### config.mk
export PLATFORM = sky130hd
export DESIGN_NAME = round_key_store
export DESIGN_NICKNAME = d
export VERILOG_FILES = /design/src/hdl/key_exp_pkg.sv /design/src/hdl/round_key_store.sv
export SDC_FILE = /design/constraint.sdc
export NUM_CORES = 2
export LEC_CHECK = 0
export BUFFER_PORTS_ARGS = -buffer_cell sky130_fd_sc_hd__buf_2
export CORE_MARGIN = 4
export CORE_UTILIZATION = 40
export DETAILED_ROUTE_END_ITERATION = 16
export PLACE_DENSITY_LB_ADDON = 0.05
export SYNTH_ARGS = -nofsm -noshare
export SYNTH_HDL_FRONTEND = slang
export SYNTH_SLANG_ARGS = --single-unit
### constraint.sdc
create_clock -name clk -period 13.05 [get_ports clk]
set_input_delay 2.61 -clock clk [delete_from_list [all_inputs] [get_ports clk]]
set_output_delay 2.61 -clock clk [all_outputs]
set_load 0.02 [all_outputs]
### src/hdl/key_exp_pkg.sv
package key_exp_pkg;

    // apb request as seen by the slave
    typedef struct packed {
        logic [7:0]  paddr;   // byte address
        logic        psel;
        logic        penable;
        logic        pwrite;
        logic [31:0] pwdata;
    } apb_req_t;

    // apb response, zero wait states
    typedef struct packed {
        logic [31:0] prdata;
        logic        pready;   // always 1
        logic        pslverr;
    } apb_rsp_t;

    // key expansion controller states
    typedef enum logic [2:0] {
        IDLE,
        LOAD,   // key bytes shifted in
        ONE,    // byte 0 of round, rcon applied
        TWO,    // bytes 1 and 2 through the s-box
        THREE,  // byte 3 from the held byte 12
        NORM,   // bytes 4..11, plain xor chain
        SHIFT   // bytes 12..15, last column
    } kx_state_e;

    // datapath mux selects and rcon mask
    typedef struct packed {
        logic       select_input;     // 0 loads key bytes, 1 feeds back round bytes
        logic       select_sbox;      // 1 s-box reads r13, 0 reads the held byte
        logic       select_last_out;  // 1 xors r0 with r12 instead of the s-box path
        logic       select_bit_out;   // 0 lets the hold register follow r13
        logic [7:0] rcon_en;          // mask for the round constant
    } kx_sel_t;

    localparam int NUM_BYTES  = 16;  // aes-128 key bytes
    localparam int NUM_ROUNDS = 10;  // aes-128 rounds

    localparam logic [7:0] REG_CTRL   = 8'h00;
    localparam logic [7:0] REG_STATUS = 8'h04;
    localparam logic [7:0] REG_KEY    = 8'h10;  // four words up to 0x1c
    localparam logic [7:0] REG_RKEY   = 8'h40;  // 16 bytes per round key

    // multiply by x in gf(2^8) with the aes polynomial
    function automatic logic [7:0] xtime(input logic [7:0] a);
        return {a[6:0], 1'b0} ^ (a[7] ? 8'h1b : 8'h00);
    endfunction

endpackage
### src/hdl/round_key_store.sv
module round_key_store (
    input  logic         clk,
    input  logic         rst,
    input  logic         round_wr,
    input  logic [3:0]   wr_round,
    input  logic [127:0] key_state,
    input  logic [5:0]   rkey_idx,   // {round, word}
    output logic [31:0]  rkey_word
);

    logic [127:0] keys [key_exp_pkg::NUM_ROUNDS + 1];  // round 0 is the cipher key
    logic [3:0]   rd_round;
    logic [1:0]   rd_word;

    always_ff @(posedge clk)
    begin
        if (rst)
        begin
            for (int i = 0; i <= key_exp_pkg::NUM_ROUNDS; i++)
            begin
                keys[i] <= '0;
            end
        end
        else if (round_wr && (wr_round <= 4'(key_exp_pkg::NUM_ROUNDS)))
        begin
            keys[wr_round] <= key_state;  // whole round key at once
        end
    end

    assign rd_round = rkey_idx[5:2];
    assign rd_word  = rkey_idx[1:0];

    // word 0 is the top 32 bits
    always_comb
    begin
        if (rd_round <= 4'(key_exp_pkg::NUM_ROUNDS))
            rkey_word = keys[rd_round][32 * (2'd3 - rd_word) +: 32];
        else
            rkey_word = 32'h0;  // rounds 11..15 read as zero
    end

endmodule

==> impl_metrics.ini <==
[status]
status = finished, final reports clean

[cells_and_area]
postLayoutCoreUtil_pct = 46.3
fin_nets = 6130
reg_top3 = keys x1924
nFillCells = 17754
areaGrowthSynthToFinish_pct = 14.7
drive_above_1_share_pct = 15.7
top_register = keys
seq_area_um2 = 56500
largest_register_ff_count = 1924
multi_input_area_um2 = 23900

[critical_path]
worstPathArrival_ns = 6.60
startpoint_type = input pin
crit_type = in2out
crit_path_end_kind = output pin
cp.required_ns = 10.44
crit_fanout = 54

[sta]
setup_viol = 0
max_slew_margin_pct = 2.57
finalCriticalPeriod_ns = 9.21
slew_violations = 0
period_share_pct = 70.6
fin_tns_setup_ns = 0
rsz0062_at_grt = false
hold_viol_final = 0
skew_ns = 0
fmax_ghz = 0.109
worstMarginPinSlew_ns = 1.46

[route]
drt-total-wl_um = 270000
viasPerCell = 5.53
drtIter0Drc = 5128
dr.pass1.iters = 5
drc = 0
num_vias = 48833
post_drt_wl_per_cell_um = 30.6
antenna_left = 0

[global_routing]
overflow = 0
grt_pass1_vias = 49187
antenna_found_initial = 25
use_met3_pct = 3.58
gr-max-usage-layer = met2
grt_use_met2_pct = 40.9
grt_pass1_wl_um = 380000
grt_usage_pct = 25.6
met1_usage_pct = 36.7
grt_start_max_net_pins = 103

[synthesis]
synth_edf_count = 1796
synth_area_leaders = edfxtp_1 (67%), mux4_2 (9.9%), nor2_1 (6.4%)
ys_warn_count = 0
syn-instance-count = 5492
ys_types = 37
ys_seq_area_share_pct = 69.8
synthFlopType = edfxtp_1
synth.avg_cell_area_um2 = 14.7
synth_top_area_share_pct = 66.7
async_flop_share_pct = 0
ys_ff_latch = 1924
synth_area_um2 = 80900
yosysTopAreaCell = edfxtp_1

[floorplanning]
placeableCoreArea_um2 = 200000
die_h_um = 458
io_pins = 173
dieWidth_um = 458
start_util_pct = 40.4
dieArea_um2 = 209000
std_cell_rows = 164

[clock_network]
postCtsHoldBufs = 0
cts_tree = done
insertion_delay_ns = 0.85
cts_buffer_depth = 3
htreeDepth = 4
cts_resized = 0
path_clk_slew_ns = 0.06
post_cts_buffers = 0
root_buffer = clkbuf_16
clkSinkCount = 1924
cts_buffers = 210

[power_and_ir_drop]
power_mw = 14.2
p_leak_nw = 32.6
power_density_nw_per_um2 = 152
ir_worst_vdd_mv = 0.143

[min_path]
hold_path_class = reg2reg

[placed_design]
port_buffers = 172
place.gp.congestion = 0.768
hpwl_um = 151000

[job]
cap_violations = 0
==> area by class of cell <==
type / instances / share of cell area [%]
Timing Repair Buffer: 288 / 2.08
Tap cell: 2656 / 3.58
Sequential cell: 1924 / 60.9
Multi-Input combinational cell: 3435 / 25.8
Clock inverter: 70 / 0.640
Antenna cell: 8 / 0.0216
Clock buffer: 325 / 6.53
Inverter: 130 / 0.528
==> stage by stage <==
stage | setup WS, ns | cells | hold WS [ns] | area (um^2)
floorplan | 6.28 | 6007 | 0.449 | 82800
global placement | 3.79 | 8433 | 0.464 | 86100
detailed placement | 3.81 | 8433 | 0.472 | 86100
CTS | 3.81 | 8828 | 0.486 | 92800
global route | 3.75 | 8833 | 0.507 | 92800
finish | 3.84 | 8836 | 0.485 | 92800
==> synthesized netlist by cell type, drive strengths merged (5+ instances only) <==
cell type,count
a32o,30
inv,130
nand2b,13
mux2i,410
edfxtp,1796
clkbuf,363
buf,155
a22oi,62
mux4,357
a21oi,253
and2,5
dfxtp,128
nand2,143
o21ai,93
a31oi,60
nor2,1379
o211ai,88
nor2b,9
==> logic make-up after synthesis <==
| group | synth area share, % |
|---|---|
| compound gates | 4.46 |
| buf+inv | 3.35 |
| flops | 69.8 |
| mux | 15.0 |
| other cells | 0.00464 |
| simple gates | 7.33 |
==> layer usage <==
layer | vias to the layer above | share of wire (%)
met4 | 0 | 2.7
li1 | 20829 | -
met2 | 1696 | 47
met1 | 25964 | 44
met3 | 344 | 6.1
met5 | - | 0
==> power by group <==
| group | switching [mW] | internal, mW | total (mW) |
|---|---|---|---|
| registers | 0.0871 | 7.10 | 7.19 |
| clock network | 2.45 | 3.37 | 5.82 |
| logic | 0.790 | 0.365 | 1.15 |
| total | 3.32 | 10.8 | 14.2 |
==> worst max-delay path, cell delays in order <==
cell     delay, ns
buf_8         0.36
buf_4         0.70
and2_4        0.76
buf_4         0.56
a22oi_1       0.17
a31oi_1       0.19
o21ai_0       0.37
a32o_1        0.43
buf_2         0.21
==> cells in the final DEF (no fill, tap or decap), drive strengths merged, types with 2 or more instances in the layout <==
master	count
nor2b	9
edfxtp	1796
a31oi	60
o21ai	93
inv	132
mux4	357
and3	2
diode	8
a22oi	62
clkbuf	325
a311oi	2
bufinv	10
nand3	2
and2	5
o21a	2
nand2	143
buf	288
dfxtp	128
mux2i	410
o211ai	88
nand2b	13
a21oi	253
nor2	1379
conb	516
clkinv	57
a32o	30
==> worst paths after layout <==
check                     start            end  slack [ns]  cells after the start
hold reg to reg    keys[10][21]   keys[10][21]        0.48                      2
setup / recovery    rkey_idx[4]   rkey_word[4]        3.84                      9
hold / removal     keys[10][21]   keys[10][21]        0.48                      2
setup reg to reg  keys[10][126]  keys[10][126]       12.40                      2
Power figures use the tool's default switching activity.
