--- src/hdl/key_exp_pkg.sv ---
package key_exp_pkg;

    // apb request as seen by the slave
    typedef struct packed {
        logic [7:0]  paddr;   // byte address
        logic        psel;
        logic        penable;
        logic        pwrite;
        logic [31:0] pwdata;
    } apb_req_t;

    // apb response, zero wait states
    typedef struct packed {
        logic [31:0] prdata;
        logic        pready;   // always 1
        logic        pslverr;
    } apb_rsp_t;

    // key expansion controller states
    typedef enum logic [2:0] {
        IDLE,
        LOAD,   // key bytes shifted in
        ONE,    // byte 0 of round, rcon applied
        TWO,    // bytes 1 and 2 through the s-box
        THREE,  // byte 3 from the held byte 12
        NORM,   // bytes 4..11, plain xor chain
        SHIFT   // bytes 12..15, last column
    } kx_state_e;

    // datapath mux selects and rcon mask
    typedef struct packed {
        logic       select_input;     // 0 loads key bytes, 1 feeds back round bytes
        logic       select_sbox;      // 1 s-box reads r13, 0 reads the held byte
        logic       select_last_out;  // 1 xors r0 with r12 instead of the s-box path
        logic       select_bit_out;   // 0 lets the hold register follow r13
        logic [7:0] rcon_en;          // mask for the round constant
    } kx_sel_t;

    localparam int NUM_BYTES  = 16;  // aes-128 key bytes
    localparam int NUM_ROUNDS = 10;  // aes-128 rounds

    localparam logic [7:0] REG_CTRL   = 8'h00;
    localparam logic [7:0] REG_STATUS = 8'h04;
    localparam logic [7:0] REG_KEY    = 8'h10;  // four words up to 0x1c
    localparam logic [7:0] REG_RKEY   = 8'h40;  // 16 bytes per round key

    // multiply by x in gf(2^8) with the aes polynomial
    function automatic logic [7:0] xtime(input logic [7:0] a);
        return {a[6:0], 1'b0} ^ (a[7] ? 8'h1b : 8'h00);
    endfunction

endpackage
--- src/hdl/key_exp_apb.sv ---
module key_exp_apb (
    input  logic                  clk,
    input  logic                  rst,
    input  key_exp_pkg::apb_req_t apb_req,
    output key_exp_pkg::apb_rsp_t apb_rsp,
    input  logic                  busy,
    input  logic                  done_pulse,
    input  logic [31:0]           rkey_word,
    output logic [127:0]          key,
    output logic                  start,
    output logic [5:0]            rkey_idx,
    output logic                  irq
);

    logic [31:0] key_word [4];  // word 0 holds key bytes 0..3
    logic        done;
    logic        access;        // access phase of a transfer
    logic        is_ctrl;
    logic        is_status;
    logic        is_key;
    logic        is_rkey;
    logic [7:0]  rkey_off;      // offset into the round key window

    assign access    = apb_req.psel && apb_req.penable;
    assign is_ctrl   = (apb_req.paddr == key_exp_pkg::REG_CTRL);
    assign is_status = (apb_req.paddr == key_exp_pkg::REG_STATUS);
    assign is_key    = ((apb_req.paddr & 8'hf0) == key_exp_pkg::REG_KEY)
                    && (apb_req.paddr[1:0] == 2'b00);
    assign rkey_off  = apb_req.paddr - key_exp_pkg::REG_RKEY;
    assign is_rkey   = (apb_req.paddr >= key_exp_pkg::REG_RKEY)
                    && (rkey_off[7:4] <= 4'(key_exp_pkg::NUM_ROUNDS))
                    && (apb_req.paddr[1:0] == 2'b00);
    assign rkey_idx  = rkey_off[7:2];  // round in 5:2, word in 1:0

    // start is dropped while a run is in progress
    assign start = access && apb_req.pwrite && is_ctrl && apb_req.pwdata[0] && !busy;
    assign key   = {key_word[0], key_word[1], key_word[2], key_word[3]};
    assign irq   = done;

    always_ff @(posedge clk)
    begin
        if (rst)
        begin
            for (int i = 0; i < 4; i++)
            begin
                key_word[i] <= 32'h0;
            end
            done <= 1'b0;
        end
        else
        begin
            if (access && apb_req.pwrite && is_key && !busy)
                key_word[apb_req.paddr[3:2]] <= apb_req.pwdata;
            if (done_pulse)
                done <= 1'b1;  // a finishing run wins over a status read
            else if (access && !apb_req.pwrite && is_status)
                done <= 1'b0;  // read to clear
        end
    end

    always_comb
    begin
        apb_rsp.pready = 1'b1;  // no wait states
        apb_rsp.prdata = 32'h0;
        if (is_status)
            apb_rsp.prdata = {30'h0, done, busy};
        else if (is_key)
            apb_rsp.prdata = key_word[apb_req.paddr[3:2]];
        else if (is_rkey)
            apb_rsp.prdata = rkey_word;  // store read is combinational
        // unmapped addresses, bad writes, key writes during a run
        apb_rsp.pslverr = access
                       && (!(is_ctrl || is_status || is_key || is_rkey)
                       || (apb_req.pwrite && is_rkey)
                       || (apb_req.pwrite && is_key && busy));
    end

endmodule

--- config.mk ---
export PLATFORM = sky130hd
export DESIGN_NAME = key_exp_apb
export DESIGN_NICKNAME = d
export VERILOG_FILES = /design/src/hdl/key_exp_pkg.sv /design/src/hdl/key_exp_apb.sv
export SDC_FILE = /design/constraint.sdc
export NUM_CORES = 1
export LEC_CHECK = 0
export BUFFER_PORTS_ARGS = -buffer_cell sky130_fd_sc_hd__buf_2
export CAP_MARGIN = 10
export CORE_UTILIZATION = 35
export CTS_BUF_LIST = sky130_fd_sc_hd__clkbuf_8
export DETAILED_ROUTE_END_ITERATION = 8
export GPL_TIMING_DRIVEN = 0
export PLACE_DENSITY = 0.71
export SLEW_MARGIN = 20
export SYNTH_ARGS = -nofsm -noshare
export SYNTH_HDL_FRONTEND = slang
export SYNTH_SLANG_ARGS = --single-unit
--- constraint.sdc ---
create_clock -name clk -period 4.8 [get_ports clk]
set_input_delay 0.24 -clock clk [delete_from_list [all_inputs] [get_ports clk]]
set_output_delay 0.24 -clock clk [all_outputs]
set_load 0.03 [all_outputs]
==> reports/results.tsv <==
stage	metric	value	unit
global_routing	grt_pass1_vias	4607	
synthesis	synth_area_leaders	edfxtp_1 62%, mux4_2 12%, and2_1 9.8%, a22o_1 4.2%, and3_1 3.2%	
synthesis	synth_ff_type	edfxtp_1	
die	dieArea	0.01825	mm2
sta	finalHoldViolations	0	
sta	slew_viol_final	0	
critical_path	cp.arrival	2.22	ns
sta	rsz0062_at_grt	false	
critical_path	critPathLaunchType	input port	
layout	fin_area	0.008208	mm2
synthesis	synthTopCellsByCount	128 x edfxtp_1, 97 x and2_1, 32 x and3_1, 32 x mux4_2, 30 x a22o_1	
sta	slew_headroom	27.61	%
route	routed_via_density	5.046	
critical_path	critPathCaptureType	primary output	
layout	synthToLayoutAreaGrowth	32.42	%
clock_tree	clk_latency	0.42	ns
synthesis	yosys.cell_count.top_type	edfxtp_1	
die	die_h	135.1	um
clock_tree	cts_max_level	4	
die	rows	48	
synthesis	synth_area	0.006198	mm2
critical_path	critical_path_class	in2out	
synthesis	ys_seq_area_share	62.33	%
clock_tree	cts_root_buffer	clkbuf_8	
critical_path	crit_fanout	10	
synthesis	synth_top_area_share	62.01	%
synthesis	syn_area_per_cell	15.53	um2
clock_tree	ctsHoldBuffers	0	
clock_tree	clk_pin_slew	0.07	ns
die	start_util	35.84	%
route	drt_wl_total	19.24	mm
power	p_leak	3.548	nW
clock_tree	cts_buffers	17	
sta	period_minus_slack	2.462	ns
sta	fin_hold_ws	0.06604	ns
layout	final_util	47.45	%
sta	clock.fmax	406.2	MHz
die	io_pins	249	
synthesis	syn_nets	481	
layout	n_antenna_cell	0	
sta	setup_violations	0	
critical_path	r2r_cells	2	
route	dr.pass1.iters	4	
flow_run	maxCapViolations	0	
route	drt-wirelength-per-cell	21.26	um
synthesis	synth-seq-cells	129	
hold_path	min_delay_path_depth	2	
place	io_buffers	246	
place	dpl.cell_count	873	
power	vdd_ir_drop_max	175.2	uV
route	drc	0	
sta	period_share	51.28	%
synthesis	yosysWarnings	0	
global_routing	grt_pass1_wl	27.90	mm
clock_tree	post-cts-setup-buffer-count	0	
global_routing	grt_max_degree	33	
clock_tree	clock_path_buffers	2	
clock_tree	cts_tree	yes	
route	vias	4567	
synthesis	synth_edf_count	128	
hold_path	holdCritPathClass	in2reg	
place	dpl.hpwl	13.39	mm
global_routing	antenna_found_initial	1	
global_routing	grt_usage	21.38	%
synthesis	yosysUniqueCellTypes	36	
synthesis	synth_top_cell_by_area	edfxtp_1	
critical_path	worstPathRequired	4.56	ns
clock_tree	clock_sinks	129	
sta	tightest_slew	1.086	ns
route	first_iter_violations	280	
status	outcome	completed	
synthesis	syn_inst	399	
die	core-area	0.01730	mm2
synthesis	async_reset_ff_share	0	%
power	power_density	328.9	mW/mm2
layout	num-nets-final	749	
layout	final_cells	905	
global_routing	grt_overflow	0	
place	gp_congestion	0.7830	
sta	finClkSkew	0	ns
route	detail-route-antenna-nets	0	
die	die_x	135.1	um
place	dpl_cell_area	0.007807	mm2
layout	drive_gt1_share	51.32	%
clock_tree	cts.repair.resized	0	
worst paths after layout:
check | startpoint | endpoint | slack (ns)
worst max-delay path | apb_req[41] | apb_rsp[20] | 2.34
worst min-delay path | rst | irq | 0.07
worst max register to register | irq | irq | 4.11
worst min register to register | irq | irq | 0.53
worst max-delay path, cell delays in order:
cell and delay, ns:
buf_2 0.09, inv_1 0.06, ha_1 0.18, or3_1 0.41, a311oi_4 0.57, buf_6 0.27
a22o_1 0.19, buf_2 0.20
where the power goes:
part           switching, mW  internal (mW)  leakage [nW]  total (mW)
Sequential            0.0299           1.29          1.22        1.32
Combinational          0.277          0.143          2.14       0.421
Clock                  0.449          0.509         0.189       0.957
registers in the layout, summed over array words and instances, names as in the netlist:
name and flops:
irq 1, key_word 128
per-layer routing:
| layer | global-route usage (%) | vias to the layer above | part of all wire [%] | wire [um] |
|---|---|---|---|---|
| met5 | 0 | - | 0 | 0 |
| met3 | 6.194 | 9 | 7.2 | 1386 |
| met1 | 26.54 | 2301 | 41 | 7984 |
| met2 | 36.30 | 189 | 50 | 9710 |
| li1 | - | 2068 | - | - |
| met4 | 5.743 | 0 | 0.83 | 159 |
through the flow:
stage	setup slack, ns	setup TNS, ns	total power, mW
2_1_floorplan	1.438	0	1.603
3_3_place_gp	-0.1324	-4.125	1.758
3_5_place_dp	1.913	0	1.770
4_1_cts	2.351	0	2.720
5_1_grt	2.237	0	2.779
6_report	2.338	0	2.700
cells in the final DEF (no fill, tap or decap), types with 2 or more instances in the layout:
cell type,instances
buf_6,5
clkinvlp_4,4
a41o_2,2
nor3_1,3
buf_2,253
ha_1,3
clkbuf_1,6
buf_4,10
mux4_2,32
clkinv_1,4
inv_1,4
nand3_1,2
a22o_1,30
bufinv_16,3
edfxtp_1,128
nand2_1,6
buf_16,3
clkbuf_8,17
and4b_1,2
clkbuf_2,9
a22oi_1,2
and2_1,97
and3_1,32
inv_6,2
nor2_1,2
kinds of logic after synthesis:
kind of cell	share of synthesized area, %
compound gates	5.894
fa+ha+maj	0.6056
buf+inv	4.017
flops	62.33
mux	11.63
other cells	0.06050
simple gates	15.46
cell type report:
| class | count | area [um2] |
|---|---|---|
| Tap cell | 225 | 281.5 |
| Buffer | 37 | 234.0 |
| Clock inverter | 15 | 166.4 |
| Multi-Input combinational cell | 229 | 2100 |
| Sequential cell | 129 | 3864 |
| Fill cell | 1570 | 9089 |
| Clock buffer | 17 | 234.0 |
| Timing Repair Buffer | 249 | 1314 |
| Inverter | 4 | 15.01 |
(Power assumes the default switching activity.)
