==> config.mk <==
export PLATFORM = sky130hd
export DESIGN_NAME = key_exp_datapath
export DESIGN_NICKNAME = d
export VERILOG_FILES = /design/src/hdl/key_exp_pkg.sv /design/src/hdl/key_exp_datapath.sv /design/src/hdl/aes_sbox.sv
export SDC_FILE = /design/constraint.sdc
export NUM_CORES = 1
export LEC_CHECK = 0
export BUFFER_PORTS_ARGS = -buffer_cell sky130_fd_sc_hd__buf_4
export CAP_MARGIN = 10
export CORE_UTILIZATION = 53
export DETAILED_ROUTE_END_ITERATION = 8
export PLACE_DENSITY = 0.79
export SETUP_SLACK_MARGIN = 0.02
export SYNTH_ARGS = -nofsm -noshare
export SYNTH_HDL_FRONTEND = slang
export SYNTH_HIERARCHICAL = 1
export SYNTH_SLANG_ARGS = --single-unit
==> constraint.sdc <==
create_clock -name clk -period 22.1 [get_ports clk]
set_input_delay 1.105 -clock clk [delete_from_list [all_inputs] [get_ports clk]]
set_output_delay 1.105 -clock clk [all_outputs]
set_load 0.1 [all_outputs]
==> src/hdl/key_exp_pkg.sv <==
package key_exp_pkg;

    // apb request as seen by the slave
    typedef struct packed {
        logic [7:0]  paddr;   // byte address
        logic        psel;
        logic        penable;
        logic        pwrite;
        logic [31:0] pwdata;
    } apb_req_t;

    // apb response, zero wait states
    typedef struct packed {
        logic [31:0] prdata;
        logic        pready;   // always 1
        logic        pslverr;
    } apb_rsp_t;

    // key expansion controller states
    typedef enum logic [2:0] {
        IDLE,
        LOAD,   // key bytes shifted in
        ONE,    // byte 0 of round, rcon applied
        TWO,    // bytes 1 and 2 through the s-box
        THREE,  // byte 3 from the held byte 12
        NORM,   // bytes 4..11, plain xor chain
        SHIFT   // bytes 12..15, last column
    } kx_state_e;

    // datapath mux selects and rcon mask
    typedef struct packed {
        logic       select_input;     // 0 loads key bytes, 1 feeds back round bytes
        logic       select_sbox;      // 1 s-box reads r13, 0 reads the held byte
        logic       select_last_out;  // 1 xors r0 with r12 instead of the s-box path
        logic       select_bit_out;   // 0 lets the hold register follow r13
        logic [7:0] rcon_en;          // mask for the round constant
    } kx_sel_t;

    localparam int NUM_BYTES  = 16;  // aes-128 key bytes
    localparam int NUM_ROUNDS = 10;  // aes-128 rounds

    localparam logic [7:0] REG_CTRL   = 8'h00;
    localparam logic [7:0] REG_STATUS = 8'h04;
    localparam logic [7:0] REG_KEY    = 8'h10;  // four words up to 0x1c
    localparam logic [7:0] REG_RKEY   = 8'h40;  // 16 bytes per round key

    // multiply by x in gf(2^8) with the aes polynomial
    function automatic logic [7:0] xtime(input logic [7:0] a);
        return {a[6:0], 1'b0} ^ (a[7] ? 8'h1b : 8'h00);
    endfunction

endpackage
==> src/hdl/key_exp_datapath.sv <==
module key_exp_datapath (
    input  logic                 clk,
    input  logic [127:0]         key,            // fips-197 order, byte 0 in 127:120
    input  logic [3:0]           load_byte_idx,
    input  key_exp_pkg::kx_sel_t sel,
    output logic [127:0]         key_state       // r0 in 127:120
);

    // r[0] leaves first, new bytes enter at r[15]
    logic [7:0] r [key_exp_pkg::NUM_BYTES];
    logic [7:0] hold_byte;   // byte 12 of the current round key
    logic [7:0] rcon;        // round constant
    logic [7:0] key_byte;    // key byte picked during load
    logic [7:0] sbox_in;
    logic [7:0] sbox_out;
    logic [7:0] sub_byte;    // s-box output with rcon folded in
    logic [7:0] feedback;
    logic [7:0] round_byte;  // next round key byte
    logic [7:0] new_byte;    // byte entering r15

    assign key_byte = key[8 * (4'd15 - load_byte_idx) +: 8];

    // s-box reads r13 for bytes 0..2 and the held byte 12 for byte 3
    assign sbox_in = sel.select_sbox ? r[13] : hold_byte;

    aes_sbox aes_sbox_i (
        .in_byte  (sbox_in),
        .out_byte (sbox_out)
    );

    assign sub_byte   = sbox_out ^ (rcon & sel.rcon_en);     // rcon only on byte 0
    assign feedback   = sel.select_last_out ? r[12] : sub_byte; // r12 is new byte t-4
    assign round_byte = r[0] ^ feedback;                      // r0 is old byte t
    assign new_byte   = sel.select_input ? round_byte : key_byte;

    always_ff @(posedge clk)
    begin
        for (int i = 0; i < key_exp_pkg::NUM_BYTES - 1; i++)
        begin
            r[i] <= r[i + 1];  // one byte per clock
        end
        r[key_exp_pkg::NUM_BYTES - 1] <= new_byte;

        // r13 holds the next byte 12 in the last cycle of load and shift
        if (!sel.select_bit_out)
            hold_byte <= r[13];

        if (!sel.select_input)
            rcon <= 8'h01;                       // restart at x^0 for each run
        else if (|sel.rcon_en)
            rcon <= key_exp_pkg::xtime(rcon);    // step once per round, after use
    end

    // flatten the shift register, r0 on top
    always_comb
    begin
        for (int i = 0; i < key_exp_pkg::NUM_BYTES; i++)
        begin
            key_state[127 - 8 * i -: 8] = r[i];
        end
    end

endmodule

==> src/hdl/aes_sbox.sv <==
module aes_sbox (
    input  logic [7:0] in_byte,
    output logic [7:0] out_byte
);

    logic [7:0] x2;    // powers of the input byte
    logic [7:0] x3;
    logic [7:0] x6;
    logic [7:0] x12;
    logic [7:0] x15;
    logic [7:0] x30;
    logic [7:0] x60;
    logic [7:0] x120;
    logic [7:0] x240;
    logic [7:0] x252;
    logic [7:0] inv;   // x^254, the multiplicative inverse (0 maps to 0)

    // shift-and-add multiply in gf(2^8)
    function automatic logic [7:0] gf_mul(input logic [7:0] a, input logic [7:0] b);
        logic [7:0] acc;
        logic [7:0] sh;
        acc = 8'h00;
        sh  = a;
        for (int i = 0; i < 8; i++)
        begin
            if (b[i])
                acc = acc ^ sh;  // add this partial product
            sh = key_exp_pkg::xtime(sh);
        end
        return acc;
    endfunction

    // addition chain for x^254
    always_comb
    begin
        x2   = gf_mul(in_byte, in_byte);
        x3   = gf_mul(x2, in_byte);
        x6   = gf_mul(x3, x3);
        x12  = gf_mul(x6, x6);
        x15  = gf_mul(x12, x3);
        x30  = gf_mul(x15, x15);
        x60  = gf_mul(x30, x30);
        x120 = gf_mul(x60, x60);
        x240 = gf_mul(x120, x120);
        x252 = gf_mul(x240, x12);
        inv  = gf_mul(x252, x2);  // 240 + 12 + 2
    end

    // affine transform, constant 0x63
    always_comb
    begin
        for (int i = 0; i < 8; i++)
        begin
            out_byte[i] = inv[i] ^ inv[(i + 4) % 8] ^ inv[(i + 5) % 8]
                        ^ inv[(i + 6) % 8] ^ inv[(i + 7) % 8];
        end
        out_byte = out_byte ^ 8'h63;
    end

endmodule

==> flow_summary.json <==
{
  "die_x_um": 174.5,
  "synth_area_leaders": "dfxtp_1, xnor2_1, xnor3_1, xor2_1, nor2_1",
  "cp_max_fo": 25,
  "async_reset_ff_share_pct": 0,
  "seq_area_mm2": 0.002963,
  "end_kind": "register",
  "cp.arrival_ps": 21300,
  "viasPerCell": 5.965,
  "root_buffer": "clkbuf_16",
  "cts_tree": "built",
  "core_area_mm2": 0.02901,
  "cts.sink_count": 144,
  "tightest_slew_ps": 1117,
  "min_period_over_period_pct": 95.05,
  "dieArea_mm2": 0.03043,
  "synth_top_area_share_pct": 17.27,
  "grtUsageTotal_pct": 30.16,
  "path_clk_slew_ps": 70,
  "hold_ws_ps": 347.2,
  "startpoint_type": "input port",
  "clock_latency_ps": 420,
  "ys.flop_type": "dfxtp_1",
  "hold_start": "r[11][7]$_DFF_P_",
  "numCtsBuffers": 17,
  "wl_per_cell_um": 19.97,
  "cpMostUsedCell": "xnor2_1",
  "grt_pass1_vias": 13232,
  "min_period_ps": 21010,
  "antenna_found_initial": 1,
  "grt_pass1_wl_um": 72480,
  "drive_gt1_share_pct": 23.12,
  "synth_area_leader_cell": "dfxtp_1",
  "hold_path_class": "reg -> reg",
  "io_buffers": 272,
  "finalWirelength_um": 46990,
  "syn-cell-area_mm2": 0.01576,
  "synth_edf_count": 8,
  "drc": 0,
  "dp.final_hpwl_um": 36090,
  "die_h_um": 174.5,
  "ant_nets": 0,
  "setup_viol": 0,
  "multi_input_area_mm2": 0.01217,
  "criticalPathCategory": "in -> reg",
  "synthCells": 1725,
  "synthDistinctLibCells": 100,
  "drt_first_pass_iters": 6,
  "tns_ps": 0,
  "num_rows": 62,
  "initial_core_util_pct": 54.33,
  "htree_levels": 4,
  "gp_congestion": 0.9583,
  "rsz0062_at_grt": "no",
  "skew_ps": 7.335,
  "num_vias": 14035,
  "clockBufferDepth": 2,
  "critPathLaunch": "sel[10]",
  "max_stage_delay_ps": 650,
  "timing.final.ws_setup_ps": 1093,
  "ys.warnings.count": 6,
  "ys_seq_area_share_pct": 18.80,
  "area_delta_synth_final_pct": 19.16,
  "cp.required_ps": 22390,
  "fillers": 2337,
  "syn_nets": 1877,
  "initialDrtViolationCount": 1218,
  "nets": 2107,
  "outcome": "finished, final reports clean",
  "drv_cap": 0,
  "grt_overflow_total": 0,
  "max_clock_freq_mhz": 47.60,
  "slowest_stage": "xnor3_1",
  "avgSynthCellArea_um2": 9.137,
  "pre_cts_slack_ps": 317.2,
  "final_cell_mix": "buf_4, xnor2_1, nor2_1, nand2_1, dfxtp_1",
  "grt_max_degree": 43,
  "reg2reg_from": "hold_byte[0]$_DFFE_PN_",
  "relSlewSlack_pct": 25.02,
  "post_cts_buffers": 0,
  "final_common_cell": "buf_4",
  "ys_seq_elements": 144,
  "slew_violations": 0,
  "final_hold_viol_count": 0,
  "io_pins": 273
}
## state kept, by name, summed over array words and instances, names as in the netlist
| name | flops |
|---|---|
| r | 128 |
| hold_byte | 8 |
| rcon | 8 |
## cells by family after synthesis
| logic type | after synthesis | share of synthesized area (%) |
|---|---|---|
| mux | 98 | 8.264 |
| compound gates | 305 | 13.76 |
| buf+inv | 151 | 4.525 |
| xor+xnor | 483 | 37.91 |
| fa+ha+maj | 7 | 0.5557 |
| flops | 144 | 18.80 |
| simple gates | 537 | 16.19 |
## critical path: cells and delay by family
| kind | cells | cell delay, ps |
|---|---|---|
| muxes | 2 | 840 |
| AOI/OAI and AO/OA | 12 | 3340 |
| adders and majority gates | 3 | 1200 |
| and+or+nand+nor | 14 | 3250 |
| xor gates and xnor gates | 30 | 10810 |
| buffers and inverters | 4 | 710 |
## path summary, 6_finish.rpt
check / cells past startpoint / end / slack, ps
setup reg to reg: 64 / r[15][3]$_DFF_P_ / 1580
hold / removal: 0 / r[10][7]$_DFF_P_ / 350
setup / recovery: 65 / r[15][3]$_DFF_P_ / 1090
hold reg to reg: 0 / r[10][7]$_DFF_P_ / 350
## metrics by stage
stage          std cells  instance area, um^2  util [%]
3_5_place_dp        2319                18120     62.45
3_3_place_gp        2319                18120     62.45
5_1_grt             2353                18780     64.74
4_1_cts             2351                18700     64.45
2_1_floorplan       1725                15760         -
6_report            2353                18780     64.74
## area by class of cell
cell class,instances,area share [%]
repair buffers,328,13.11
multi-input cells,1430,64.77
inverters,34,0.6795
flip-flops and latches,144,15.78
diodes,1,0.01332
clock inverters,12,0.5996
well taps,384,2.558
clock buffers,20,2.492
## layer usage
metal	global-route usage (%)	vias up	wire [um]
li1	-	6554	-
met1	36.84	6612	17740
met2	53.09	752	23590
met3	4.746	117	3854
met4	11.44	0	1796
met5	0	-	0
## cell usage after synthesis, types with 8 or more instances
cell	count
xnor2_1	264
nor2_1	177
nand2_1	149
dfxtp_1	136
xor2_1	88
xnor3_1	86
a21oi_1	69
clkbuf_1	64
mux2i_1	63
nand3_1	46
o21ai_0	38
nor3_1	34
buf_2	32
inv_1	29
nand2b_1	20
nor2b_1	17
o211ai_1	17
o31ai_1	17
o22ai_1	16
mux4_2	14
a22oi_1	13
xnor2_2	13
xor3_1	13
a211oi_1	12
mux2_2	12
a31oi_1	11
nand4_1	11
and3_1	10
a21boi_0	9
a311oi_1	9
and2_1	9
and3b_1	9
buf_4	8
buf_6	8
edfxtp_1	8
mux4_1	8
o21ai_1	8
or3_1	8
xnor3_2	8
## timing repair
action                     CTS  global route
gates resized for setup      0            12
setup endpoints to repair    0             8
hold buffers                 0             0
Power is not shown: default switching activity piles up to over one toggle a cycle in this logic, so the estimate is an artifact.
