==> config.mk <==
export PLATFORM = sky130hd
export DESIGN_NAME = key_exp_control
export DESIGN_NICKNAME = d
export VERILOG_FILES = /design/src/hdl/key_exp_pkg.sv /design/src/hdl/key_exp_control.sv
export SDC_FILE = /design/constraint.sdc
export NUM_CORES = 1
export LEC_CHECK = 0
export ABC_AREA = 1
export BUFFER_PORTS_ARGS = -buffer_cell sky130_fd_sc_hd__buf_2
export CAP_MARGIN = 20
export CORE_MARGIN = 3
export CORE_UTILIZATION = 29
export CTS_BUF_LIST = sky130_fd_sc_hd__clkbuf_8 sky130_fd_sc_hd__clkbuf_16
export DETAILED_ROUTE_END_ITERATION = 6
export GPL_TIMING_DRIVEN = 0
export HOLD_SLACK_MARGIN = 0.06
export SYNTH_ARGS = -nofsm -noshare
export SYNTH_HDL_FRONTEND = slang
export SYNTH_SLANG_ARGS = --single-unit
==> constraint.sdc <==
create_clock -name clk -period 2.95 [get_ports clk]
set_input_delay 0 -clock clk [delete_from_list [all_inputs] [get_ports clk]]
set_output_delay 0 -clock clk [all_outputs]
set_load 0.05 [all_outputs]
==> src/hdl/key_exp_pkg.sv <==
package key_exp_pkg;

    // apb request as seen by the slave
    typedef struct packed {
        logic [7:0]  paddr;   // byte address
        logic        psel;
        logic        penable;
        logic        pwrite;
        logic [31:0] pwdata;
    } apb_req_t;

    // apb response, zero wait states
    typedef struct packed {
        logic [31:0] prdata;
        logic        pready;   // always 1
        logic        pslverr;
    } apb_rsp_t;

    // key expansion controller states
    typedef enum logic [2:0] {
        IDLE,
        LOAD,   // key bytes shifted in
        ONE,    // byte 0 of round, rcon applied
        TWO,    // bytes 1 and 2 through the s-box
        THREE,  // byte 3 from the held byte 12
        NORM,   // bytes 4..11, plain xor chain
        SHIFT   // bytes 12..15, last column
    } kx_state_e;

    // datapath mux selects and rcon mask
    typedef struct packed {
        logic       select_input;     // 0 loads key bytes, 1 feeds back round bytes
        logic       select_sbox;      // 1 s-box reads r13, 0 reads the held byte
        logic       select_last_out;  // 1 xors r0 with r12 instead of the s-box path
        logic       select_bit_out;   // 0 lets the hold register follow r13
        logic [7:0] rcon_en;          // mask for the round constant
    } kx_sel_t;

    localparam int NUM_BYTES  = 16;  // aes-128 key bytes
    localparam int NUM_ROUNDS = 10;  // aes-128 rounds

    localparam logic [7:0] REG_CTRL   = 8'h00;
    localparam logic [7:0] REG_STATUS = 8'h04;
    localparam logic [7:0] REG_KEY    = 8'h10;  // four words up to 0x1c
    localparam logic [7:0] REG_RKEY   = 8'h40;  // 16 bytes per round key

    // multiply by x in gf(2^8) with the aes polynomial
    function automatic logic [7:0] xtime(input logic [7:0] a);
        return {a[6:0], 1'b0} ^ (a[7] ? 8'h1b : 8'h00);
    endfunction

endpackage
==> src/hdl/key_exp_control.sv <==
module key_exp_control (
    input  logic                 clk,
    input  logic                 rst,
    input  logic                 start,
    output key_exp_pkg::kx_sel_t sel,
    output logic [3:0]           load_byte_idx,
    output logic                 round_wr,       // one cycle after the round key settles
    output logic [3:0]           wr_round,
    output logic                 busy,
    output logic                 done_pulse      // last cycle of round 10
);

    key_exp_pkg::kx_state_e state;
    logic [3:0] cnt;    // cycles spent in the current state
    logic [3:0] round;  // round in progress, 1..10

    always_ff @(posedge clk)
    begin
        if (rst)
        begin
            state    <= key_exp_pkg::IDLE;
            cnt      <= 4'd0;
            round    <= 4'd0;
            round_wr <= 1'b0;
            wr_round <= 4'd0;
        end
        else
        begin
            round_wr <= 1'b0;
            case (state)
                key_exp_pkg::IDLE:
                begin
                    cnt <= 4'd0;
                    if (start)
                        state <= key_exp_pkg::LOAD;
                end
                key_exp_pkg::LOAD:  // 16 cycles
                begin
                    cnt <= cnt + 4'd1;
                    if (cnt == 4'(key_exp_pkg::NUM_BYTES - 1))
                    begin
                        state    <= key_exp_pkg::ONE;
                        cnt      <= 4'd0;
                        round    <= 4'd1;
                        round_wr <= 1'b1;  // the cipher key is round key 0
                        wr_round <= 4'd0;
                    end
                end
                key_exp_pkg::ONE:
                begin
                    state <= key_exp_pkg::TWO;
                    cnt   <= 4'd0;
                end
                key_exp_pkg::TWO:   // 2 cycles
                begin
                    cnt <= cnt + 4'd1;
                    if (cnt == 4'd1)
                    begin
                        state <= key_exp_pkg::THREE;
                        cnt   <= 4'd0;
                    end
                end
                key_exp_pkg::THREE:
                begin
                    state <= key_exp_pkg::NORM;
                    cnt   <= 4'd0;
                end
                key_exp_pkg::NORM:  // 8 cycles
                begin
                    cnt <= cnt + 4'd1;
                    if (cnt == 4'd7)
                    begin
                        state <= key_exp_pkg::SHIFT;
                        cnt   <= 4'd0;
                    end
                end
                key_exp_pkg::SHIFT: // 4 cycles, round ends here
                begin
                    cnt <= cnt + 4'd1;
                    if (cnt == 4'd3)
                    begin
                        cnt      <= 4'd0;
                        round_wr <= 1'b1;
                        wr_round <= round;
                        round    <= round + 4'd1;
                        if (round == 4'(key_exp_pkg::NUM_ROUNDS))
                            state <= key_exp_pkg::IDLE;
                        else
                            state <= key_exp_pkg::ONE;
                    end
                end
                default:
                    state <= key_exp_pkg::IDLE;
            endcase
        end
    end

    assign busy          = (state != key_exp_pkg::IDLE);
    assign load_byte_idx = (state == key_exp_pkg::LOAD) ? cnt : 4'd0;
    assign done_pulse    = (state == key_exp_pkg::SHIFT) && (cnt == 4'd3)
                        && (round == 4'(key_exp_pkg::NUM_ROUNDS));

    // select decode per state
    always_comb
    begin
        sel = '0;  // idle
        case (state)
            key_exp_pkg::LOAD:
            begin
                sel.select_sbox = 1'b1;     // bit_out low, hold follows r13
            end
            key_exp_pkg::ONE:
            begin
                sel.select_input   = 1'b1;
                sel.select_sbox    = 1'b1;
                sel.select_bit_out = 1'b1;
                sel.rcon_en        = 8'hff; // rcon into byte 0
            end
            key_exp_pkg::TWO:
            begin
                sel.select_input   = 1'b1;
                sel.select_sbox    = 1'b1;
                sel.select_bit_out = 1'b1;
            end
            key_exp_pkg::THREE:
            begin
                sel.select_input   = 1'b1;  // s-box takes the held byte
                sel.select_bit_out = 1'b1;
            end
            key_exp_pkg::NORM:
            begin
                sel.select_input    = 1'b1;
                sel.select_last_out = 1'b1;
                sel.select_bit_out  = 1'b1;
            end
            key_exp_pkg::SHIFT:
            begin
                sel.select_input    = 1'b1;
                sel.select_last_out = 1'b1; // hold picks up the next byte 12
            end
            default:
            begin
                sel = '0;
            end
        endcase
    end

endmodule

==> results of run 1 <==
-- worst paths after layout --
| check | startpoint | endpoint |
|---|---|---|
| max | cnt[0] | round[2] |
| min | start | state[0] |
| max reg2reg | cnt[0] | round[2] |
| min reg2reg | wr_round[0] | wr_round[0] |
-- timing repair --
| action | in CTS | in global routing |
|---|---|---|
| endpoints found under the setup margin | 0 | 0 |
| hold buffers | 1 | 0 |
| gates resized for setup | 0 | 0 |
| endpoints found under the hold margin | 5 | 0 |
-- flip-flops by register name, indices dropped and copies added, names as in the netlist --
name / cells
state: 3
cnt: 4
round: 4
round_wr: 1
wr_round: 4
-- power groups by stage --
stage | clock (mW) | sequential, mW | combinational (mW)
floorplan | 0 | 0.260 | 0.553
global placement | 0 | 0.264 | 0.668
detailed placement | 0 | 0.265 | 0.668
CTS | 0.207 | 0.260 | 0.671
global route | 0.216 | 0.263 | 0.713
finish | 0.198 | 0.260 | 0.663
-- layer usage --
| layer | track usage [%] | vias up |
|---|---|---|
| met3 | 3.54 | 2 |
| li1 | - | 554 |
| met1 | 13.2 | 441 |
| met5 | 0 | - |
| met2 | 20.7 | 17 |
| met4 | 3.05 | 0 |
-- cell usage in the layout (no fill, tap or decap), types with 5 or more instances in the layout --
master	netlist	final
a21oi_1	10	10
buf_2	0	25
buf_4	8	8
dfxtp_1	16	16
inv_1	14	14
inv_2	5	5
nand2_1	37	37
nand2_2	6	6
nand3_1	13	13
nor2_1	20	20
o21ai_0	5	5
-- cell usage after synthesis, types with 2 or more instances --
| cell type | count | share of area (%) |
|---|---|---|
| nand2_1 | 37 | 13 |
| nor2_1 | 20 | 7.1 |
| dfxtp_1 | 16 | 30 |
| inv_1 | 14 | 4.9 |
| nand3_1 | 13 | 6.1 |
| a21oi_1 | 10 | 4.7 |
| buf_4 | 8 | 5.6 |
| nand2_2 | 6 | 3.5 |
| inv_2 | 5 | 1.8 |
| o21ai_0 | 5 | 2.3 |
| ha_1 | 4 | 4.7 |
| o21ai_1 | 3 | 1.4 |
| o211a_1 | 2 | 1.9 |
-- final cells by class --
type / count / share of cell area [%]
multi-input combinational: 112 / 45.6
sequential: 16 / 24.4
timing repair buffer: 26 / 10.3
inverter: 20 / 5.72
buffer: 9 / 5.43
tap: 46 / 4.39
clock buffer: 4 / 4.19
-- stage by stage --
stage               worst slack (ns)  util [%]  cells  total power, mW
finish                          1.31      38.1    233             1.12
floorplan                       1.28         -    157            0.813
CTS                             1.32      38.1    233             1.14
detailed placement              1.33      36.2    228            0.933
global route                    1.16      38.1    233             1.19
global placement                1.34      36.2    228            0.932
-- logic make-up (layout without fill, tap and decap cells) --
kind of cell | count (synthesis) | in the layout | share of synthesized area [%]
and+or+nand+nor | 86 | 86 | 39.6
AOI/OAI and AO/OA | 21 | 21 | 11.0
DFF | 16 | 16 | 30.1
buffers and inverters | 29 | 59 | 13.7
xor gates and xnor gates | 1 | 1 | 0.823
adders and majority gates | 4 | 4 | 4.70
-- critical path: cells and delay by family, from the launching register on --
family / cells / cell delay (ns)
flip-flops: 1 / 0.38
adder cells (fa/ha/maj): 1 / 0.31
AND/OR/NAND/NOR: 7 / 0.83
==> impl_metrics.yaml, run 1 <==
sta:
  slew_viol_final: 0
  hold_viol: 0
  finalClockSkew_ns: 0.00313
  setup_viol: 0
  worst_slew_pin_slew_ns: 0.344
  timing.final.crit_share_pct: 55.6
  rsz0062_at_grt: "false"
  finalSetupTns_ns: 0
  fmax_mhz: 610
  holdWs_ns: 0.129
  layout_min_cycle_time_ns: 1.64
  slew_headroom_pct: 76.9
logic_synthesis:
  synth_cell_type_count: 27
  syn_inst: 157
  async_flop_share_pct: 0
  yosysWarnings: 0
  synthFlopType: "dfxtp_1"
  syn-cell-area_um2: 1060
  ys_seq_elements: 16
  ys_seq_area_share_pct: 30.1
  synth_edf_count: 0
  syn_avg_cell_area_um2: 6.78
  synth_fp_nets: 164
global_route:
  antenna_found_initial: 0
  grt_remaining_overflow: 0
  grt_pass1_wl_um: 3930
  grt_pass1_vias: 919
  track_usage_pct: 11.6
  grt_max_degree: 11
routing:
  wl_per_cell_um: 10.0
  wirelength_um: 2330
  wl_met1_um: 1080
  dr.pass1.iters: 4
  viasPerCell: 4.35
  drt_drc_violations_left: 0
  dr.max_layer_used: "met4"
  met3_length_um: 110
  num_vias: 1014
  drtIter0Drc: 17
  postRouteAntennaNets: 0
  dr_wl_met2_um: 1120
setup_path:
  worstPathArrival_ns: 1.78
  path_class: "reg -> reg"
  crit_slowest_cell: "dfxtp_1"
  worstPathRequired_ns: 3.09
  slowest_delay_ns: 0.38
  r2r_cells: 8
  cp-start-kind: "flop"
  r2r_setup_slack_ns: 1.31
  critPathCaptureType: "flop"
  crit_chain: "ha_1 > nand2_1 > nor2_1 > nand2_1 > nand2_4 > nand2_1 > nor2_1 > nor3_2"
  path_max_fanout: 10
  worst_path_most_repeated_cell: "nand2_1"
flow_run:
  cap_violations: 0
cts:
  root_buffer: "clkbuf_8"
  htreeDepth: 1
  post_cts_buffers: 0
  clock_path_buffers: 2
  clk_pin_slew_ns: 0.07
  insertion_delay_ns: 0.25
  cts_buffers: 3
  clock-sinks: 16
  cts_tree: "built"
layout:
  nFillCells: 384
  multiInputGateArea_um2: 598
  final_nets: 195
  final_area_um2: 1310
  ff_latch_area_um2: 320
  antenna_cells: 0
  synthToLayoutAreaGrowth_pct: 23.3
  drive_above_1_share_pct: 29.9
run_status:
  status: "finished clean"
pwr:
  sw_frac_of_total_pct: 51.7
  power.density_nw_per_um2: 854
  pwr-share-comb_pct: 59.1
  max-vdd-ir-drop_mv: 0.294
  power_frac_seq_pct: 23.2
  leakage_nw: 0.658
  p_sw_uw: 580
  p_int_uw: 541
  pwr-share-clk_pct: 17.7
placement:
  dpl.hpwl_um: 1800
  place_congestion: 0.833
  dpl_cell_area_um2: 1250
  place.port_buffers: 25
floorplan:
  io_pins: 26
  start_util_pct: 30.9
  fp-row-count: 21
  fp.dieH_um: 66.6
  dieArea_um2: 4430
  die_w_um: 66.6
  design.core.area_um2: 3440
worst_hold_path:
  hold_depth: 4
  holdCritPathClass: "in -> reg"
(Power assumes the default switching activity.)
==> inputs of run 2 (changes only) <==
==> constraint.sdc (replaced) <==
create_clock -name clk -period 1.42 [get_ports clk]
set_input_delay 0 -clock clk [delete_from_list [all_inputs] [get_ports clk]]
set_output_delay 0 -clock clk [all_outputs]
set_load 0.05 [all_outputs]
==> run 2 against run 1 <==
Non-clock buffer count rose by 5. Combinational power grew 140%. Cell area increased by 14%. Sequential power increased by 120%. Sequential share of layout area is 2.3 points lower. Die area unchanged. Flip-flop and latch count stayed put. Via count rose by 6.5%. Critical path depth decreased by 2. Clock skew grew 0.0018 ns. Critical endpoint is now done_pulse. Largest power group unchanged. Highest routed layer unchanged.
==> impl_metrics.yaml, run 2 (synthesis gave the netlist of run 1 again) <==
run_status:
  status: "finished clean"
sta:
  fmax_mhz: 744
  holdWs_ns: 0.126
  worst_slew_pin_slew_ns: 0.311
  hold_viol: 0
  slew_viol_final: 0
  layout_min_cycle_time_ns: 1.34
  rsz0062_at_grt: "true"
  slew_headroom_pct: 79.1
  timing.final.crit_share_pct: 94.7
  setup_viol: 0
  finalClockSkew_ns: 0.00496
cts:
  cts_buffers: 3
  clock_path_buffers: 2
  clk_pin_slew_ns: 0.07
  insertion_delay_ns: 0.25
  clock-sinks: 16
  htreeDepth: 1
  cts_tree: "built"
  root_buffer: "clkbuf_8"
placement:
  dpl.hpwl_um: 1840
  place_congestion: 0.855
  place.port_buffers: 25
  placed_cells: 228
  dpl_cell_area_um2: 1250
layout:
  final_common_cell: "nand2_1"
  final_area_um2: 1500
  postLayoutCoreUtil_pct: 43.6
  antenna_cells: 0
  synthToLayoutAreaGrowth_pct: 41.0
  biggestRegsByFlops: "cnt (4), round (4), wr_round (4)"
  final_cell_mix: "nand2_1, buf_4, nor2_1"
  drive_above_1_share_pct: 38.9
  final_nets: 201
  fin_cells: 239
pwr:
  max-vdd-ir-drop_mv: 0.661
  leakage_nw: 0.718
  power.density_nw_per_um2: 1730
  total_power_mw: 2.60
routing:
  drtIter0Drc: 29
  viasPerCell: 4.52
  wl_per_cell_um: 10.8
  wirelength_um: 2590
  dr.pass1.iters: 4
  drt_drc_violations_left: 0
  postRouteAntennaNets: 0
  num_vias: 1080
setup_path:
  path_max_fanout: 8
  critPathCaptureType: "output pin"
  slowest_delay_ns: 0.33
  reg2reg_to: "round[0]"
  endpoint: "done_pulse"
  path_class: "reg -> out"
  worstPathArrival_ns: 1.34
  r2r_cells: 7
  cp-start-kind: "flop"
  crit_buf_inv: 2
  reg2reg_from: "cnt[0]"
  worstPathRequired_ns: 1.42
  worst_path_most_repeated_cell: "buf_6"
  path_depth: 6
  critical-path-top-delay-family: "simple AND/OR/NAND/NOR gates"
  crit_slowest_cell: "dfxtp_1"
  r2r_setup_slack_ns: 0.08
  crit_chain: "buf_6 > nand2_4 > nor2_8 > nand3_4 > nor2_4 > buf_6"
  critPathLaunch: "state[2]"
global_route:
  track_usage_pct: 12.1
  grt_pass1_vias: 943
  grt_max_degree: 11
  grt_remaining_overflow: 0
  grt_pass1_wl_um: 4150
  antenna_found_initial: 0
floorplan:
  die_w_um: 66.6
  dieArea_um2: 4430
  io_pins: 26
  design.core.area_um2: 3440
  fp-row-count: 21
  fp.dieH_um: 66.6
  start_util_pct: 30.9
flow_run:
  cap_violations: 0
worst_hold_path:
  holdCritPathClass: "in -> reg"
-- run 2: cell types whose count changed in the layout (fill, tap and decap cells not counted), sizes merged --
cell / change
clkbuf: +1
nand2: +1
buf: +4
-- run 2: worst register-to-register path, cell delays in order, from the launching register on --
cell,delay [ns]
dfxtp_4,0.38
ha_4,0.17
nand2_1,0.10
nor2_4,0.13
nand2_2,0.11
nand2_2,0.15
nand3_2,0.09
o211a_1,0.11
-- run 2: report_power, final --
group          leakage (nW)  total (mW)  internal (mW)  switching, mW
Clock                0.0288       0.424          0.246          0.178
Sequential            0.132       0.575          0.513         0.0624
Combinational         0.558        1.60          0.552           1.05
-- run 2: how the worst min path moves through the flow --
stage | startpoint | end | depth (start not counted)
after floorplan | rst | cnt[1] | 1
after global placement | rst | wr_round[0] | 2
after detailed placement | rst | state[1] | 2
after CTS | start | state[0] | 4
after global routing | start | state[0] | 4
final | start | state[0] | 4
-- run 2: cell type report --
type	count	area [µm²]
multi-input combinational	113	653
inverter	20	75.1
clock buffer	4	55.1
buffer	9	75.1
sequential	16	332
tap	46	57.6
fill	364	1940
timing repair buffer	31	254
-- run 2: metrics by stage --
| step | worst slack (ns) | TNS [ns] |
|---|---|---|
| 2_1_floorplan | 0.00630 | 0 |
| 3_3_place_gp | -0.212 | -2.05 |
| 3_5_place_dp | -0.215 | -2.16 |
| 4_1_cts | 0.00180 | 0 |
| 5_1_grt | -0.0113 | -0.0317 |
| 6_report | 0.0752 | 0 |
-- run 2: timing repair --
action                                 4_1_cts  5_1_grt
resized for setup                           19       31
endpoints found under the hold margin        5        0
setup endpoints to repair                   29       26
setup buffers                                0        5
pin swaps                                    1        2
hold buffers                                 1        0
cloned                                       0        1
-- run 2: metal layers --
layer / part of all wire (%) / vias up / track usage [%]
met5: 0 / - / 0
met4: 0.70 / 0 / 3.05
met3: 4.9 / 2 / 3.54
met2: 50 / 28 / 21.2
met1: 44 / 480 / 14.5
li1: - / 570 / -
==> inputs of run 3 (changes only) <==
--- a/config.mk
+++ b/config.mk
@@ -8,6 +8,7 @@
 export ABC_AREA = 1
 export BUFFER_PORTS_ARGS = -buffer_cell sky130_fd_sc_hd__buf_2
 export CAP_MARGIN = 20
+export CORE_ASPECT_RATIO = 1.4
 export CORE_MARGIN = 3
 export CORE_UTILIZATION = 29
 export CTS_BUF_LIST = sky130_fd_sc_hd__clkbuf_8 sky130_fd_sc_hd__clkbuf_16
==> run 3 against run 2 <==
Fmax down 0.52%. Count of clock-buffer cells in the layout unchanged. Total power decreased by 3.0%. Hold slack better by 0.033 ns. Global-route usage down 0.85 points. First-iteration DRC count down 59%. Via count is 1.7% lower. Critical endpoint unchanged. Largest power group unchanged.
==> impl_metrics.yaml, run 3 (synthesis gave the netlist of run 1 again) <==
setup_path:
  worstPathRequired_ns: 1.42
  worstPathArrival_ns: 1.35
  r2r_setup_slack_ns: 0.07
  critPathCaptureType: "output pin"
  cp-start-kind: "flop"
  path_max_fanout: 8
  path_class: "reg -> out"
  crit_slowest_cell: "dfxtp_1"
  crit_chain: "buf_6 > nand2_4 > nor2_8 > nand3_4 > nor2_4 > buf_8"
  slowest_delay_ns: 0.32
pwr:
  leakage_nw: 0.719
  max-vdd-ir-drop_mv: 1.23
  power.density_nw_per_um2: 1700
  pwr-share-clk_pct: 16.1
  sw_frac_of_total_pct: 49.7
  power_frac_seq_pct: 22.5
  pwr-share-comb_pct: 61.5
  p_int_mw: 1.27
  p_sw_mw: 1.25
  total_power_mw: 2.52
layout:
  synthToLayoutAreaGrowth_pct: 39.1
  final_common_cell: "nand2_1"
  drive_above_1_share_pct: 38.2
  nFillCells: 375
  postLayoutCoreUtil_pct: 43.1
  final_cell_mix: "nand2_1, nor2_1, buf_4"
  biggestRegsByFlops: "cnt (4), round (4), wr_round (4)"
  final_area_um2: 1480
  fin_cells: 231
  final_nets: 199
  antenna_cells: 0
flow_run:
  cap_violations: 0
global_route:
  grt_pass1_wl_um: 3970
  grt_max_degree: 11
  track_usage_pct: 11.3
  grt_remaining_overflow: 0
  grt_pass1_vias: 933
  antenna_found_initial: 0
sta:
  holdWs_ns: 0.158
  setup_slack_ns: 0.0682
  slew_headroom_pct: 79.1
  layout_min_cycle_time_ns: 1.35
  finalClockSkew_ns: 0.00150
  setup_viol: 0
  hold_viol: 0
  timing.final.crit_share_pct: 95.2
  worst_slew_pin_slew_ns: 0.311
  fmax_mhz: 740
  rsz0062_at_grt: "true"
  slew_viol_final: 0
  finalSetupTns_ns: 0
routing:
  wl_per_cell_um: 11.1
  wirelength_um: 2570
  postRouteAntennaNets: 0
  drtIter0Drc: 12
  dr.pass1.iters: 4
  viasPerCell: 4.60
  drt_drc_violations_left: 0
  num_vias: 1062
floorplan:
  fp-row-count: 25
  start_util_pct: 30.9
  io_pins: 26
  fp.dieH_um: 77.7
  design.core.area_um2: 3440
  die_w_um: 57.2
  dieArea_um2: 4440
cts:
  root_buffer: "clkbuf_8"
  clock_path_buffers: 2
  clock-sinks: 16
  cts_buffers: 3
  clk_pin_slew_ns: 0.06
  insertion_delay_ns: 0.25
  htreeDepth: 1
  cts_tree: "built"
placement:
  dpl.hpwl_um: 1900
  place_ws_ns: -0.210
  placed_cells: 222
  place.port_buffers: 25
  place_congestion: 0.742
  dpl_cell_area_um2: 1240
worst_hold_path:
  holdCritPathClass: "in -> reg"
run_status:
  status: "finished clean"
run 3: changes by cell type in the layout (fill, tap and decap cells not counted), moves of 2 or more:
cell | before | now
buf_8 | 5 | 1
nand2_4 | 2 | 4
nor2_2 | 4 | 2
buf_6 | 5 | 8
run 3: timing repair:
item,4_1_cts,5_1_grt
pin swaps,0,3
setup endpoints to repair,28,30
setup buffers,0,3
hold endpoints to repair,5,5
gates cloned,0,1
gates resized for setup,19,26
run 3: layout make-up:
cell class	instances	area [µm²]	area share (%)
inverters	20	75.1	5.07
plain buffers	9	71.3	4.81
clock buffers	4	55.1	3.72
multi-input cells	113	674	45.5
repair buffers	29	226	15.3
well taps	40	50.0	3.38
flip-flops and latches	16	329	22.2
run 3: layer usage:
layer	GRT usage, %	wire (µm)
met5	0	0
met4	6.96	69
met3	1.66	85
met2	20.8	1410
met1	11.5	1010
run 3: power groups by stage:
stage | sequential (mW) | combinational, mW | clock (mW)
finish | 0.567 | 1.55 | 0.405
global route | 0.572 | 1.67 | 0.438
CTS | 0.556 | 1.44 | 0.429
detailed placement | 0.550 | 1.39 | 0
global placement | 0.550 | 1.38 | 0
floorplan | 0.541 | 1.15 | 0
run 3: worst paths after layout:
kind,from,to,depth (start not counted)
worst min register to register,wr_round[2],wr_round[2],2
worst min-delay path,start,state[0],4
worst max register to register,cnt[0],round[2],8
worst max-delay path,state[2],done_pulse,6
run 3: worst max-delay path, delay by kind of cell (launching register included):
family,cells,cell delay (ns)
buffers and inverters,2,0.29
flip-flops,1,0.32
AND/OR/NAND/NOR,4,0.48
